<file path="src/common/riscv_params.svh">
`ifndef RISCV_PARAMS_SVH
`define RISCV_PARAMS_SVH

// Memory map of the interrupt peripherals

// Key register, read when the key interrupt fires
`define KEY_BASE 64'h0000_0000_8000_0010

// Display register, receives a copy of the key value
`define ART_BASE 64'h0000_0000_8000_0000

// Fetch address after reset
`define RESET_PC 32'h0000_0000

// Value of interrupt_vector that selects the key source
`define KEY_IRQ_SRC 4'd1

`endif

</file>
<file path="src/common/riscv_pkg.sv">
package riscv_pkg;

    typedef logic [63:0] xlen_t;      // One register word
    typedef logic [31:0] instr_t;     // One instruction word
    typedef logic [4:0]  reg_idx_t;   // x0..x31
    typedef logic [11:0] csr_addr_t;  // CSR space index

    // Major opcodes, bits 6:0 of the instruction
    localparam logic [6:0] OP_LUI    = 7'b0110111;
    localparam logic [6:0] OP_IMM    = 7'b0010011;
    localparam logic [6:0] OP_REG    = 7'b0110011;
    localparam logic [6:0] OP_SYSTEM = 7'b1110011;

    // funct3 / funct7 fields of the supported forms
    localparam logic [2:0] F3_ADD   = 3'b000;  // Shared by ADDI and ADD
    localparam logic [2:0] F3_CSRRW = 3'b001;
    localparam logic [6:0] F7_ADD   = 7'b0000000;

    // Machine CSRs held by the trap controller
    localparam csr_addr_t CSR_MSTATUS = 12'h300;
    localparam csr_addr_t CSR_MIE     = 12'h304;
    localparam csr_addr_t CSR_MTVEC   = 12'h305;
    localparam csr_addr_t CSR_MCAUSE  = 12'h342;

    localparam int MSTATUS_MIE = 3;   // Global machine interrupt enable
    localparam int MIE_MEIE    = 11;  // Machine external interrupt enable

    // Interrupt flag in the top bit, machine external cause 11 below
    localparam xlen_t MCAUSE_EXT_IRQ = {1'b1, 63'd11};

    // Interrupt service sequence
    typedef enum logic [1:0] {
        IRQ_IDLE,        // Waiting for a qualified request
        IRQ_READ,        // Key read on the bus
        IRQ_WRITE,       // Echo to display, redirect armed
        IRQ_WAIT_CLEAR   // Source must drop before next trigger
    } irq_state_t;

endpackage

</file>
<file path="src/common/csr_if.sv">
`timescale 1ns/1ps

// CSR access port, combinational read, write at the clock edge
interface csr_if import riscv_pkg::*; ();

    csr_addr_t addr;   // CSR number from the instruction
    xlen_t     wdata;  // New value
    logic      we;     // Write at the next edge
    xlen_t     rdata;  // Current value, old one during a write

    modport req (
        output addr,
        output wdata,
        output we,
        input  rdata
    );

    modport rsp (
        input  addr,
        input  wdata,
        input  we,
        output rdata
    );

endinterface

</file>
<file path="src/core/exec_unit.sv">
`timescale 1ns/1ps

module exec_unit import riscv_pkg::*; (
    input  logic     clk,
    input  logic     reset,
    input  instr_t   ir,
    input  logic     bubble,     // Squash the current ir
    input  xlen_t    rs1_data,
    input  xlen_t    rs2_data,
    output reg_idx_t rs1_idx,
    output reg_idx_t rs2_idx,
    output reg_idx_t rd_idx,
    output logic     rd_we,      // Register write at next edge
    output xlen_t    rd_data,
    csr_if.req       csr
);

    logic [6:0] opcode;
    logic [2:0] funct3;
    logic [6:0] funct7;
    xlen_t      imm_u;
    xlen_t      imm_i;
    logic       is_lui;
    logic       is_addi;
    logic       is_add;
    logic       is_csrrw;
    logic       active;    // ir may change state this cycle
    logic       run;       // Set once the first fetch has landed

    // Field extraction
    assign opcode  = ir[6:0];
    assign rd_idx  = ir[11:7];
    assign funct3  = ir[14:12];
    assign rs1_idx = ir[19:15];
    assign rs2_idx = ir[24:20];
    assign funct7  = ir[31:25];

    assign imm_u = {{32{ir[31]}}, ir[31:12], 12'b0};  // Sign-extended upper immediate
    assign imm_i = {{52{ir[31]}}, ir[31:20]};

    // Supported forms only, anything else falls through as a no-op
    assign is_lui   = (opcode == OP_LUI);
    assign is_addi  = (opcode == OP_IMM) && (funct3 == F3_ADD);
    assign is_add   = (opcode == OP_REG) && (funct3 == F3_ADD) && (funct7 == F7_ADD);
    assign is_csrrw = (opcode == OP_SYSTEM) && (funct3 == F3_CSRRW);

    // Nothing retires before ir has seen a real fetch
    always_ff @(posedge clk or negedge reset) begin
        if (!reset) begin
            run <= 1'b0;
        end else begin
            run <= 1'b1;
        end
    end

    assign active = run && !bubble;

    // CSR port, swap rs1 into the CSR
    assign csr.addr  = ir[31:20];
    assign csr.wdata = rs1_data;
    assign csr.we    = active && is_csrrw;

    // Writes to x0 never reach the register file
    assign rd_we = active && (is_lui || is_addi || is_add || is_csrrw)
                   && (rd_idx != '0);

    // Result mux
    always_comb begin
        rd_data = '0;
        if (is_lui) begin
            rd_data = imm_u;
        end else if (is_addi) begin
            rd_data = rs1_data + imm_i;
        end else if (is_add) begin
            rd_data = rs1_data + rs2_data;
        end else if (is_csrrw) begin
            rd_data = csr.rdata;   // Value before this write
        end
    end

endmodule

</file>
<file path="src/flat_wrapper.sv">
// flat-port wrapper written by rule: the top's interface ports become plain ports
module exec_unit_flat import riscv_pkg::*;
  (clk, reset, ir, bubble, rs1_data, rs2_data, rs1_idx, rs2_idx, rd_idx, rd_we, rd_data, csr_addr, csr_wdata, csr_we, csr_rdata);
  csr_if csr_i ();
  input  logic clk;
  input  logic reset;
  input  instr_t ir;
  input  logic bubble;
  input  xlen_t rs1_data;
  input  xlen_t rs2_data;
  output reg_idx_t rs1_idx;
  output reg_idx_t rs2_idx;
  output reg_idx_t rd_idx;
  output logic rd_we;
  output xlen_t rd_data;
  output wire logic [$bits(csr_i.addr)-1:0] csr_addr;
  output wire logic [$bits(csr_i.wdata)-1:0] csr_wdata;
  output wire logic [$bits(csr_i.we)-1:0] csr_we;
  input wire logic [$bits(csr_i.rdata)-1:0] csr_rdata;
  assign csr_addr = csr_i.addr;
  assign csr_wdata = csr_i.wdata;
  assign csr_we = csr_i.we;
  assign csr_i.rdata = csr_rdata;
  exec_unit u_core (.clk(clk), .reset(reset), .ir(ir), .bubble(bubble), .rs1_data(rs1_data), .rs2_data(rs2_data), .rs1_idx(rs1_idx), .rs2_idx(rs2_idx), .rd_idx(rd_idx), .rd_we(rd_we), .rd_data(rd_data), .csr(csr_i));
endmodule
</file>
<file path="config.mk">
export PLATFORM = sky130hd
export DESIGN_NAME = exec_unit_flat
export DESIGN_NICKNAME = d
export VERILOG_FILES = /design/src/common/riscv_params.svh /design/src/common/riscv_pkg.sv /design/src/common/csr_if.sv /design/src/core/exec_unit.sv /design/src/flat_wrapper.sv
export SDC_FILE = /design/constraint.sdc
export NUM_CORES = 1
export LEC_CHECK = 0
export BUFFER_PORTS_ARGS = -buffer_cell sky130_fd_sc_hd__clkbuf_2
export CAP_MARGIN = 5
export CORE_AREA = 2 2 150 152
export DETAILED_ROUTE_END_ITERATION = 7
export DIE_AREA = 0 0 152 154
export GPL_TIMING_DRIVEN = 0
export HOLD_SLACK_MARGIN = 0.03
export PLACE_DENSITY_LB_ADDON = 0.15
export SYNTH_ARGS = -nofsm -noshare
export SYNTH_HDL_FRONTEND = slang
export SYNTH_SLANG_ARGS = --single-unit
export TNS_END_PERCENT = 10
</file>
<file path="constraint.sdc">
create_clock -name clk -period 2.7 [get_ports clk]
set_input_delay 0.135 -clock clk [delete_from_list [all_inputs] [get_ports clk]]
set_output_delay 0.135 -clock clk [all_outputs]
set_load 0.01 [all_outputs]
</file>
==> results by group, run 1 <==
Global route
  – Overall Global Routing Usage: 36.1%
  – Gr ovfl total: 0
  – Global-route wire length before repair: 68600 microns
  – Initial antenna violation count: 0
  – Largest net degree at the start of global routing: 30
  – Vias in the first global route: 12.2k

STA
  – Worst setup margin: -0.581 ns
  – Fin crit period: 3.28 ns
  – Count of final setup violators: 50
  – Fin. Hold Viols: 0
  – Slew headroom: 37.5%
  – Slew Viols, Final: 0
  – RSZ-0062 raised after global routing: yes
  – Worst slew pin tran: 0.937 ns
  – Sum of negative setup slack: -15.69 ns
  – Fmax: 0.305 GHz
  – Final Cycle Share: 122%
  – Final hold slack: 0.464 ns

Route
  – Routed wire length: 46000 microns
  – WL/cell: 22.0 microns
  – Initial DRT Pass Iterations: 8
  – Vias per std cell: 6.26
  – Initial drt markers: 1273
  – Drt drc: 5
  – Antenna-violating nets left: 0
  – Vias: 13.1k

Setup path
  – Worst Path Max Fanout: 4
  – Max incr delay on CP: 0.37 ns
  – Worst EP arrival: 3.15 ns
  – Cell Chain, Critical Path: clkbuf_16, ha_4, inv_2, fa_2, nor2b_2, o31a_1, o31ai_4, a31oi_2, buf_4, o31ai_4, buf_6, o41ai_4, buf_4, a31oi_4, o31ai_2, a211o_1, buf_2
  – Critical Path End Type: primary output
  – Critical path's slowest cell: a211o_1
  – Cell family with most CP delay: compound AO/OA/AOI/OAI gates
  – CP bufs+invs: 6
  – Setup Crit Path Kind: in -> out
  – Critical Path RT: 2.57 ns
  – Critical path startpoint category: input pin

Finish
  – Max reg flops: 1
  – Synthesis-to-layout area growth: 48.3%
  – Commonest cells after routing, fill and taps aside: clkbuf_2 (377), buf_4 (148), a21oi_1 (126)
  – Post-Layout Cell Count: 2092
  – Most common library cell in the layout ignoring fill and taps: clkbuf_2
  – FF+latch area: 25.0 sq um
  – Filler instances: 1981
  – N_diodes: 0
  – Fin area: 13900 sq um
  – Proportion of layout cells with a drive suffix above 1: 42.9%
  – Final nets: 2169
  – Footprint of the multi-input gates: 9750 sq um
  – Biggest regs: u_core.run: 1 flops
  – Reg with most FFs: u_core.run

Placement
  – Placed cells: 2045
  – Port bufs: 383
  – DP Area: 11600 sq um
  – DP HPWL: 35700 microns
  – RePlAce Congestion: 0.950

Clock network
  – Clock-pin transition on the worst setup and hold timing paths: 0 ns

Power
  – Gate power share: 99.5%
  – Switching Share: 55.9%
  – Total power per unit cell area: 225 nW/um^2
  – Maximum vdd drop: 151 uV
  – Internal Power: 1380 uW
  – Design Power: 3120 uW
  – Net Switching: 1740 uW
  – P_leak: 0.00635 uW
  – Clock power frac: 0%
  – Seq pwr share: 0.5%

Run status
  – Violated checks: DRC, setup timing
  – Status: finished with violations

Synthesis
  – Syn nets: 1737
  – Avg Cell Area, Syn: 6.77 sq um
  – Cells after synthesis: 1382
  – Async set or reset register ratio after synthesis: 100%
  – Syn. warnings: 0
  – Synth Cell Area: 9360 sq um
  – EDFF count, synth: 0
  – Sequential area share after synthesis: 0.267%
  – Main synth FF type: dfrtp_1
  – Unique masters post-synth: 79
  – FF+latch count, synth: 1

Min path
  – Worst hold path class: in -> async

Floorplan
  – Core Area: 21700 sq um
  – Die width: 152 microns
  – Io pins: 384
  – Die Y: 154 microns
  – Row count: 54
  – Initial Util: 43.1%
  – Die area: 23400 sq um

Job
  – Max Cap Viol: 0
stage by stage:
stage	setup WS, ns	utilization (%)
floorplan	-0.0456	-
global placement	-1.74	53.6
detailed placement	-1.76	53.6
CTS	-0.572	61.1
global route	-0.667	64.0
finish	-0.581	64.0
routing by layer:
| metal | up-vias | wire length (microns) | track usage (%) |
|---|---|---|---|
| li1 | 6070 | - | - |
| met1 | 6111 | 19000 | 47.5 |
| met2 | 770 | 21000 | 59.8 |
| met3 | 140 | 4100 | 5.83 |
| met4 | 0 | 1920 | 12.7 |
| met5 | - | 0 | 0 |
cell usage after synthesis (all sizes together), types with 13 or more instances:
master	instances	area, sq um
a21o	55	414
a21oi	154	778
a221oi	30	282
a222oi	16	160
a31oi	19	134
buf	110	780
clkbuf	61	231
ha	126	1580
inv	38	143
nand2	121	454
nand3	30	150
nand4	37	231
nor2	79	297
nor3	33	170
o211ai	15	113
o21a	21	158
o21ai	112	564
o21bai	18	135
o221ai	19	166
or3	13	81.3
xnor2	53	464
xor2	57	499
area by class of cell:
type,count,area share (%)
buffer,156,7.55
inverter,38,1.03
timing repair buffer,445,18.4
sequential,1,0.180
multi-input combinational,1172,70.3
tap,280,2.53
worst max-delay path by stage:
stage	end	slack (ns)	depth (start not counted)	startpoint
CTS	rd_data[58]	-0.57	19	rs1_data[0]
finish	rd_data[58]	-0.58	17	rs1_data[0]
floorplan	rd_data[62]	-0.05	12	ir[29]
global route	rd_data[58]	-0.67	17	rs1_data[0]
detailed placement	rd_data[62]	-1.76	13	ir[31]
global placement	rd_data[62]	-1.74	13	ir[31]
what timing repair did:
| action | CTS | global route |
|---|---|---|
| buffers inserted | 40 | 20 |
| hold buffers | 1 | 0 |
| pin swaps | 68 | 56 |
| endpoints found under the hold margin | 1 | 0 |
| gates resized for setup | 263 | 111 |
| endpoints found under the setup margin | 65 | 64 |
| cloned | 3 | 0 |
cell families (layout without fill, tap and decap cells):
family / Yosys count / count (layout) / synth area share, %
AND/OR/NAND/NOR: 377 / 377 / 19.6
AO/OA/AOI/OAI: 549 / 549 / 39.5
flip-flops: 1 / 1 / 0.267
adder cells (fa/ha/maj): 128 / 128 / 17.3
other: 1 / 1 / 0.0401
XOR/XNOR: 110 / 110 / 10.3
buffers and inverters: 209 / 639 / 12.3
multiplexers: 7 / 7 / 0.749
power by group through the flow:
| stage | logic [uW] | registers, uW | clock network, uW |
|---|---|---|---|
| floorplan | 1640 | 16.2 | 0 |
| global placement | 2390 | 16.3 | 0 |
| detailed placement | 2410 | 16.3 | 0 |
| CTS | 2820 | 16.3 | 0 |
| global route | 3320 | 16.4 | 0 |
| finish | 3100 | 16.3 | 0 |
(Power assumes the default switching activity.)
==> inputs of run 2 (changes only) <==
clock period = 3.8 ns   (was 2.7 ns; I/O delays follow)
==> run 2 against run 1 <==
Compared with the run above:
- die area did not move
- routed wire length down 6.9%
- total power is 42% lower
- setup slack gained 0.64 ns
- first-iteration DRC count rose by 5.3%
- utilization is 8.9 points lower
- the run now ends clean
- global-route usage fell by 2.4 points
==> results by group, run 2 (same netlist as run 1, synthesis figures left out) <==
STA
  – Final hold slack: 0.509 ns (+0.0446 ns)
  – Sum of negative setup slack: 0 ns (+15.69 ns)
  – Count of final setup violators: 0 (-100%)
  – Worst setup margin: 0.0547 ns (+0.636 ns)
  – Worst slew pin tran: 0.971 ns (+0.0338 ns)
  – Slew headroom: 35.3% (-2.3 points)
  – Final Cycle Share: 98.6%
  – RSZ-0062 raised after global routing: yes
  – Fin crit period: 3.75 ns
  – Fin. Hold Viols: 0 (unchanged)
  – Slew Viols, Final: 0 (unchanged)
  – Fmax: 0.267 GHz

Floorplan
  – Io pins: 384 (unchanged)
  – Row count: 54 (unchanged)
  – Die Y: 154 microns (unchanged)
  – Die width: 152 microns (unchanged)
  – Initial Util: 43.1% (unchanged)
  – Die area: 23400 sq um (unchanged)
  – Core Area: 21700 sq um (unchanged)

Finish
  – Synthesis-to-layout area growth: 27.5%
  – Final nets: 2129 (-1.8%)
  – Commonest cells after routing, fill and taps aside: clkbuf_2 (385), a21oi_1 (147), ha_1 (124)
  – N_diodes: 0 (unchanged)
  – Proportion of layout cells with a drive suffix above 1: 31.1% (-12 points)
  – FF+latch area: 25.0 sq um (unchanged)
  – Footprint of the multi-input gates: 8380 sq um (-14%)
  – Filler instances: 2295 (+16%)
  – Max reg flops: 1 (unchanged)
  – Reg with most FFs: u_core.run
  – Most common library cell in the layout ignoring fill and taps: clkbuf_2
  – Biggest regs: u_core.run: 1 flops

Route
  – Vias per std cell: 6.12 (-2.2%)
  – Antenna-violating nets left: 0 (unchanged)
  – Routed length on met2: 19300 microns (-7.7%)
  – WL/cell: 20.9 microns (-5.1%)
  – Initial drt markers: 1340 (+5.3%)
  – Initial DRT Pass Iterations: 6 (-2)
  – Routed wire length: 42800 microns (-6.9%)
  – Vias: 12.6k (-4.1%)
  – WL met1: 18300 microns (-3.5%)
  – Drt drc: 0 (-5)
  – Max Used Layer: met4
  – Metal3 WL: 3730 microns (-8.9%)

Setup path
  – Critical Path End Type: primary output
  – Crit path to: rd_data[35]
  – Worst Path Max Fanout: 7 (+3)
  – Critical Path RT: 3.61 ns (+1.04 ns)
  – Worst EP arrival: 3.56 ns (+0.41 ns)
  – Setup Crit Path Kind: in -> out
  – Critical path startpoint category: input pin
  – CP Launch Point: rs1_data[13]

Global route
  – Largest net degree at the start of global routing: 34 (+13%)
  – Initial antenna violation count: 1 (+1)
  – Vias in the first global route: 11.4k (-6.3%)
  – Overall Global Routing Usage: 33.7% (-2.4 points)
  – Global-route wire length before repair: 63800 microns (-7.0%)
  – Gr ovfl total: 0 (unchanged)

Placement
  – DP HPWL: 36300 microns (+1.7%)
  – RePlAce Congestion: 1.04 (+9.5%)
  – Pre-CTS setup slack: -0.496 ns (+1.26 ns)
  – Port bufs: 383 (unchanged)

Power
  – Design Power: 1820 uW (-42%)
  – Internal Power: 747 uW (-46%)
  – Total power per unit cell area: 153 nW/um^2 (-32%)
  – Maximum vdd drop: 77.3 uV (-49%)
  – Clock power frac: 0% (unchanged)
  – Seq pwr share: 0.7% (+0.2 points)
  – Switching Share: 59.0% (+3.1 points)
  – P_leak: 0.00583 uW (-8.1%)
  – Gate power share: 99.3% (-0.2 points)
  – Net Switching: 1070 uW (-38%)

Min path
  – Worst hold path class: in -> async

Clock network
  – Clock-pin transition on the worst setup and hold timing paths: 0 ns (unchanged)

Run status
  – Status: finished clean

Job
  – Max Cap Viol: 0 (unchanged)
[run 2: cell types whose count changed in the layout (fill, tap and decap cells not counted), sizes merged]
cell    before  now
clkbuf     427  445
buf        173  115
[run 2: power by group through the flow]
| stage | clock (uW) | combinational (uW) | sequential (uW) |
|---|---|---|---|
| 3_5_place_dp | 0 | 1720 | 11.9 |
| 5_1_grt | 0 | 1970 | 11.9 |
| 4_1_cts | 0 | 1740 | 11.9 |
| 2_1_floorplan | 0 | 1170 | 11.5 |
| 3_3_place_gp | 0 | 1710 | 11.9 |
| 6_report | 0 | 1810 | 11.9 |
[run 2: cell type report]
class                           count  area share, %
Tap cell                          280           2.94
Buffer                            171           8.48
Timing Repair Buffer              390           17.0
Inverter                           38           1.20
Multi-Input combinational cell   1172           70.2
Sequential cell                     1          0.210
[run 2: worst min path at each step]
| stage | from | to | depth (start not counted) | slack (ns) |
|---|---|---|---|---|
| global placement | reset | u_core.run$_DFF_PN0_ | 1 | -0.04 |
| CTS | reset | u_core.run$_DFF_PN0_ | 2 | 0.51 |
| detailed placement | reset | u_core.run$_DFF_PN0_ | 1 | -0.03 |
| global route | reset | u_core.run$_DFF_PN0_ | 2 | 0.53 |
| finish | reset | u_core.run$_DFF_PN0_ | 2 | 0.51 |
| floorplan | reset | u_core.run$_DFF_PN0_ | 0 | -0.11 |
[run 2: repair_timing]
action	CTS	global route
endpoints found under the setup margin	34	33
pin swaps	3	6
hold buffers	1	0
endpoints found under the hold margin	1	0
setup buffers	1	3
gates cloned	0	1
gates resized for setup	15	33
[run 2: metal layers]
layer,global-route usage [%],vias up
met1,45.8,5804
met4,9.30,0
met3,4.48,89
li1,-,5982
met5,0,-
met2,56.1,678
[run 2: through the flow]
| step | cells | utilization (%) | area [sq um] |
|---|---|---|---|
| finish | 2052 | 55.0 | 11900 |
| global route | 2052 | 55.0 | 11900 |
| CTS | 2048 | 54.1 | 11700 |
| detailed placement | 2046 | 53.7 | 11600 |
| global placement | 2045 | 53.6 | 11600 |
| floorplan | 1382 | - | 9360 |
[run 2: critical path, cell delays in order]
cell and delay (ns):
clkbuf_2 0.11, ha_1 0.27, clkbuf_1 0.27, nand2_1 0.19
or3_1 0.37, a211oi_1 0.29, nor3_2 0.14, o21ai_2 0.26
o31ai_2 0.16, o31ai_2 0.35, xor2_1 0.34, nand2_1 0.09
a31oi_1 0.31, clkbuf_2 0.20
==> inputs of run 3 (changes only) <==
BUFFER_PORTS_ARGS = not set   (was -buffer_cell sky130_fd_sc_hd__clkbuf_2)
CORE_AREA = 2 2 148 150   (was 2 2 150 152)
DIE_AREA = 0 0 150 152   (was 0 0 152 154)
DONT_BUFFER_PORTS = 1   (was not set)
SETUP_SLACK_MARGIN = 0.3   (was not set)
==> run 3 against run 2 <==
Compared with the run above:
- combinational power decreased by 15%
- final area decreased by 18%
- utilization is 9.0 points lower
- critical path depth down 3
- sequential cell count stayed put
- fmax increased by 3.5%
- largest cell class unchanged
- worst hold slack worse by 0.085 ns
- via count fell by 12%
- total power is 15% lower
- critical endpoint is now rd_data[57]
- critical path type unchanged
==> results by group, run 3 (same netlist as run 1, synthesis figures left out) <==
Route
  – Routed wire length: 41100 microns (-3.9%)
  – Initial drt markers: 968 (-28%)
  – Initial DRT Pass Iterations: 5 (-1)
  – Drt drc: 0 (unchanged)
  – WL/cell: 24.7 microns (+18%)
  – Vias per std cell: 6.60 (+7.9%)
  – Antenna-violating nets left: 0 (unchanged)
  – Vias: 11.0k (-12%)

Placement
  – DP Area: 9710 sq um (-17%)
  – Pre-CTS setup slack: -0.242 ns (+0.254 ns)
  – DP HPWL: 34600 microns (-4.7%)
  – RePlAce Congestion: 1.01 (-2.6%)
  – Port bufs: 0 (-100%)
  – Placed cells: 1662 (-19%)

Run status
  – Status: finished clean

Setup path
  – Critical path startpoint category: input pin
  – Critical Path End Type: primary output
  – Critical Path RT: 3.61 ns (about the same)
  – CP Launch Point: ir[31]
  – Worst Path Max Fanout: 59 (+52)
  – Crit path to: rd_data[57]
  – Worst EP arrival: 3.43 ns (-0.13 ns)
  – Setup Crit Path Kind: in -> out

Floorplan
  – Die area: 22800 sq um (-2.6%)
  – Core Area: 21400 sq um (-1.6%)
  – Die Y: 152 microns (-1.3%)
  – Initial Util: 43.8% (+0.68 points)
  – Io pins: 384 (unchanged)
  – Row count: 54 (unchanged)
  – Die width: 150 microns (-1.3%)

Finish
  – Max reg flops: 1 (unchanged)
  – Final nets: 1740 (-18%)
  – Biggest regs: u_core.run: 1 flops
  – Footprint of the multi-input gates: 8290 sq um (-1.1%)
  – Fin area: 9830 sq um (-18%)
  – Proportion of layout cells with a drive suffix above 1: 10.8% (-20 points)
  – Reg with most FFs: u_core.run
  – Synthesis-to-layout area growth: 5.11%
  – Filler instances: 2314 (+0.83%)
  – Most common library cell in the layout ignoring fill and taps: a21oi_1
  – FF+latch area: 25.0 sq um (unchanged)
  – Post-Layout Cell Count: 1665 (-19%)
  – Commonest cells after routing, fill and taps aside: a21oi_1 (150), ha_1 (126), nand2_1 (121)

Power
  – Clock power frac: 0% (unchanged)
  – Seq pwr share: 0.8% (about the same)
  – Switching Share: 60.4% (+1.4 points)
  – Maximum vdd drop: 68.1 uV (-12%)
  – P_leak: 0.00415 uW (-29%)
  – Net Switching: 937 uW (-13%)
  – Gate power share: 99.2% (about the same)
  – Total power per unit cell area: 158 nW/um^2 (+3.4%)
  – Internal Power: 615 uW (-18%)

STA
  – Fin crit period: 3.62 ns (-0.128 ns)
  – Worst setup margin: 0.183 ns (+0.128 ns)
  – Worst slew pin tran: 0.953 ns (-0.0177 ns)
  – Slew Viols, Final: 0 (unchanged)
  – RSZ-0062 raised after global routing: yes
  – Final hold slack: 0.423 ns (-0.0853 ns)
  – Count of final setup violators: 0 (unchanged)
  – Fmax: 0.276 GHz (+3.5%)
  – Final Cycle Share: 95.2% (-3.4 points)
  – Slew headroom: 36.4% (+1.2 points)
  – Fin. Hold Viols: 0 (unchanged)

Min path
  – Worst hold path class: in -> async

Global route
  – Largest net degree at the start of global routing: 60 (+76%)
  – Vias in the first global route: 10.0k (-12%)
  – Global-route wire length before repair: 59500 microns (-6.8%)
  – Gr ovfl total: 0 (unchanged)
  – Overall Global Routing Usage: 33.4% (-0.36 points)
  – Initial antenna violation count: 1 (unchanged)

Job
  – Max Cap Viol: 0 (unchanged)

Clock network
  – Clock-pin transition on the worst setup and hold timing paths: 0 ns (unchanged)
run 3: changes by cell type in the layout (fill, tap and decap cells not counted), moves of 3 or more:
cell,before,now
buf_4,95,91
o21ai_1,12,9
a21oi_1,147,150
clkbuf_2,385,3
o21ai_0,97,100
run 3: cell type report:
class | instances | share of cell area (%)
tap | 280 | 3.56
sequential | 1 | 0.254
timing repair buffer | 1 | 0.102
antenna | 2 | 0.0509
inverter | 38 | 1.45
buffer | 171 | 10.3
multi-input combinational | 1172 | 84.3
run 3: how the worst min path moves through the flow:
stage,start,endpoint,slack (ns),cells after the start
final,reset,u_core.run$_DFF_PN0_,0.42,1
after global routing,reset,u_core.run$_DFF_PN0_,0.44,1
after CTS,reset,u_core.run$_DFF_PN0_,0.42,1
after detailed placement,reset,u_core.run$_DFF_PN0_,-0.11,0
after global placement,reset,u_core.run$_DFF_PN0_,-0.11,0
after floorplan,reset,u_core.run$_DFF_PN0_,-0.11,0
run 3: what timing repair did:
item,in CTS,in global routing
hold endpoints to repair,1,0
setup buffers,0,0
pin swaps,0,3
gates cloned,0,0
gates resized for setup,8,14
setup endpoints to repair,26,36
hold buffers,1,0
run 3: power by group through the flow:
| stage | clock network (uW) | logic, uW | registers (uW) |
|---|---|---|---|
| after floorplan | 0 | 1170 | 11.5 |
| after global placement | 0 | 1480 | 11.6 |
| after detailed placement | 0 | 1480 | 11.6 |
| after CTS | 0 | 1500 | 11.6 |
| after global routing | 0.0000353 | 1680 | 11.8 |
| final | 0.0000708 | 1540 | 11.7 |
run 3: critical path, cell delays in order:
cell and delay [ns]:
ha_1 0.29, clkbuf_2 0.19, nand2_1 0.11, a2111oi_0 0.57
o21ai_0 0.27, nor2b_1 0.19, nor3_2 0.34, a21oi_1 0.25
o41ai_1 0.44, xnor2_1 0.14, o211ai_1 0.40
run 3: through the flow:
stage          total power [uW]  TNS (ns)  utilization, %
2_1_floorplan              1180         0               -
3_3_place_gp               1490    -0.860            45.5
3_5_place_dp               1490    -0.811            45.5
4_1_cts                    1510         0            45.7
5_1_grt                    1690         0            46.0
6_report                   1550         0            46.1
run 3: per-layer routing:
metal | global-route usage, % | part of all wire, % | vias up
met3 | 4.59 | 8.3 | 61
met2 | 55.0 | 45 | 559
met5 | 0 | 0 | -
met1 | 46.1 | 44 | 5188
met4 | 7.32 | 2.7 | 0
li1 | - | - | 5182
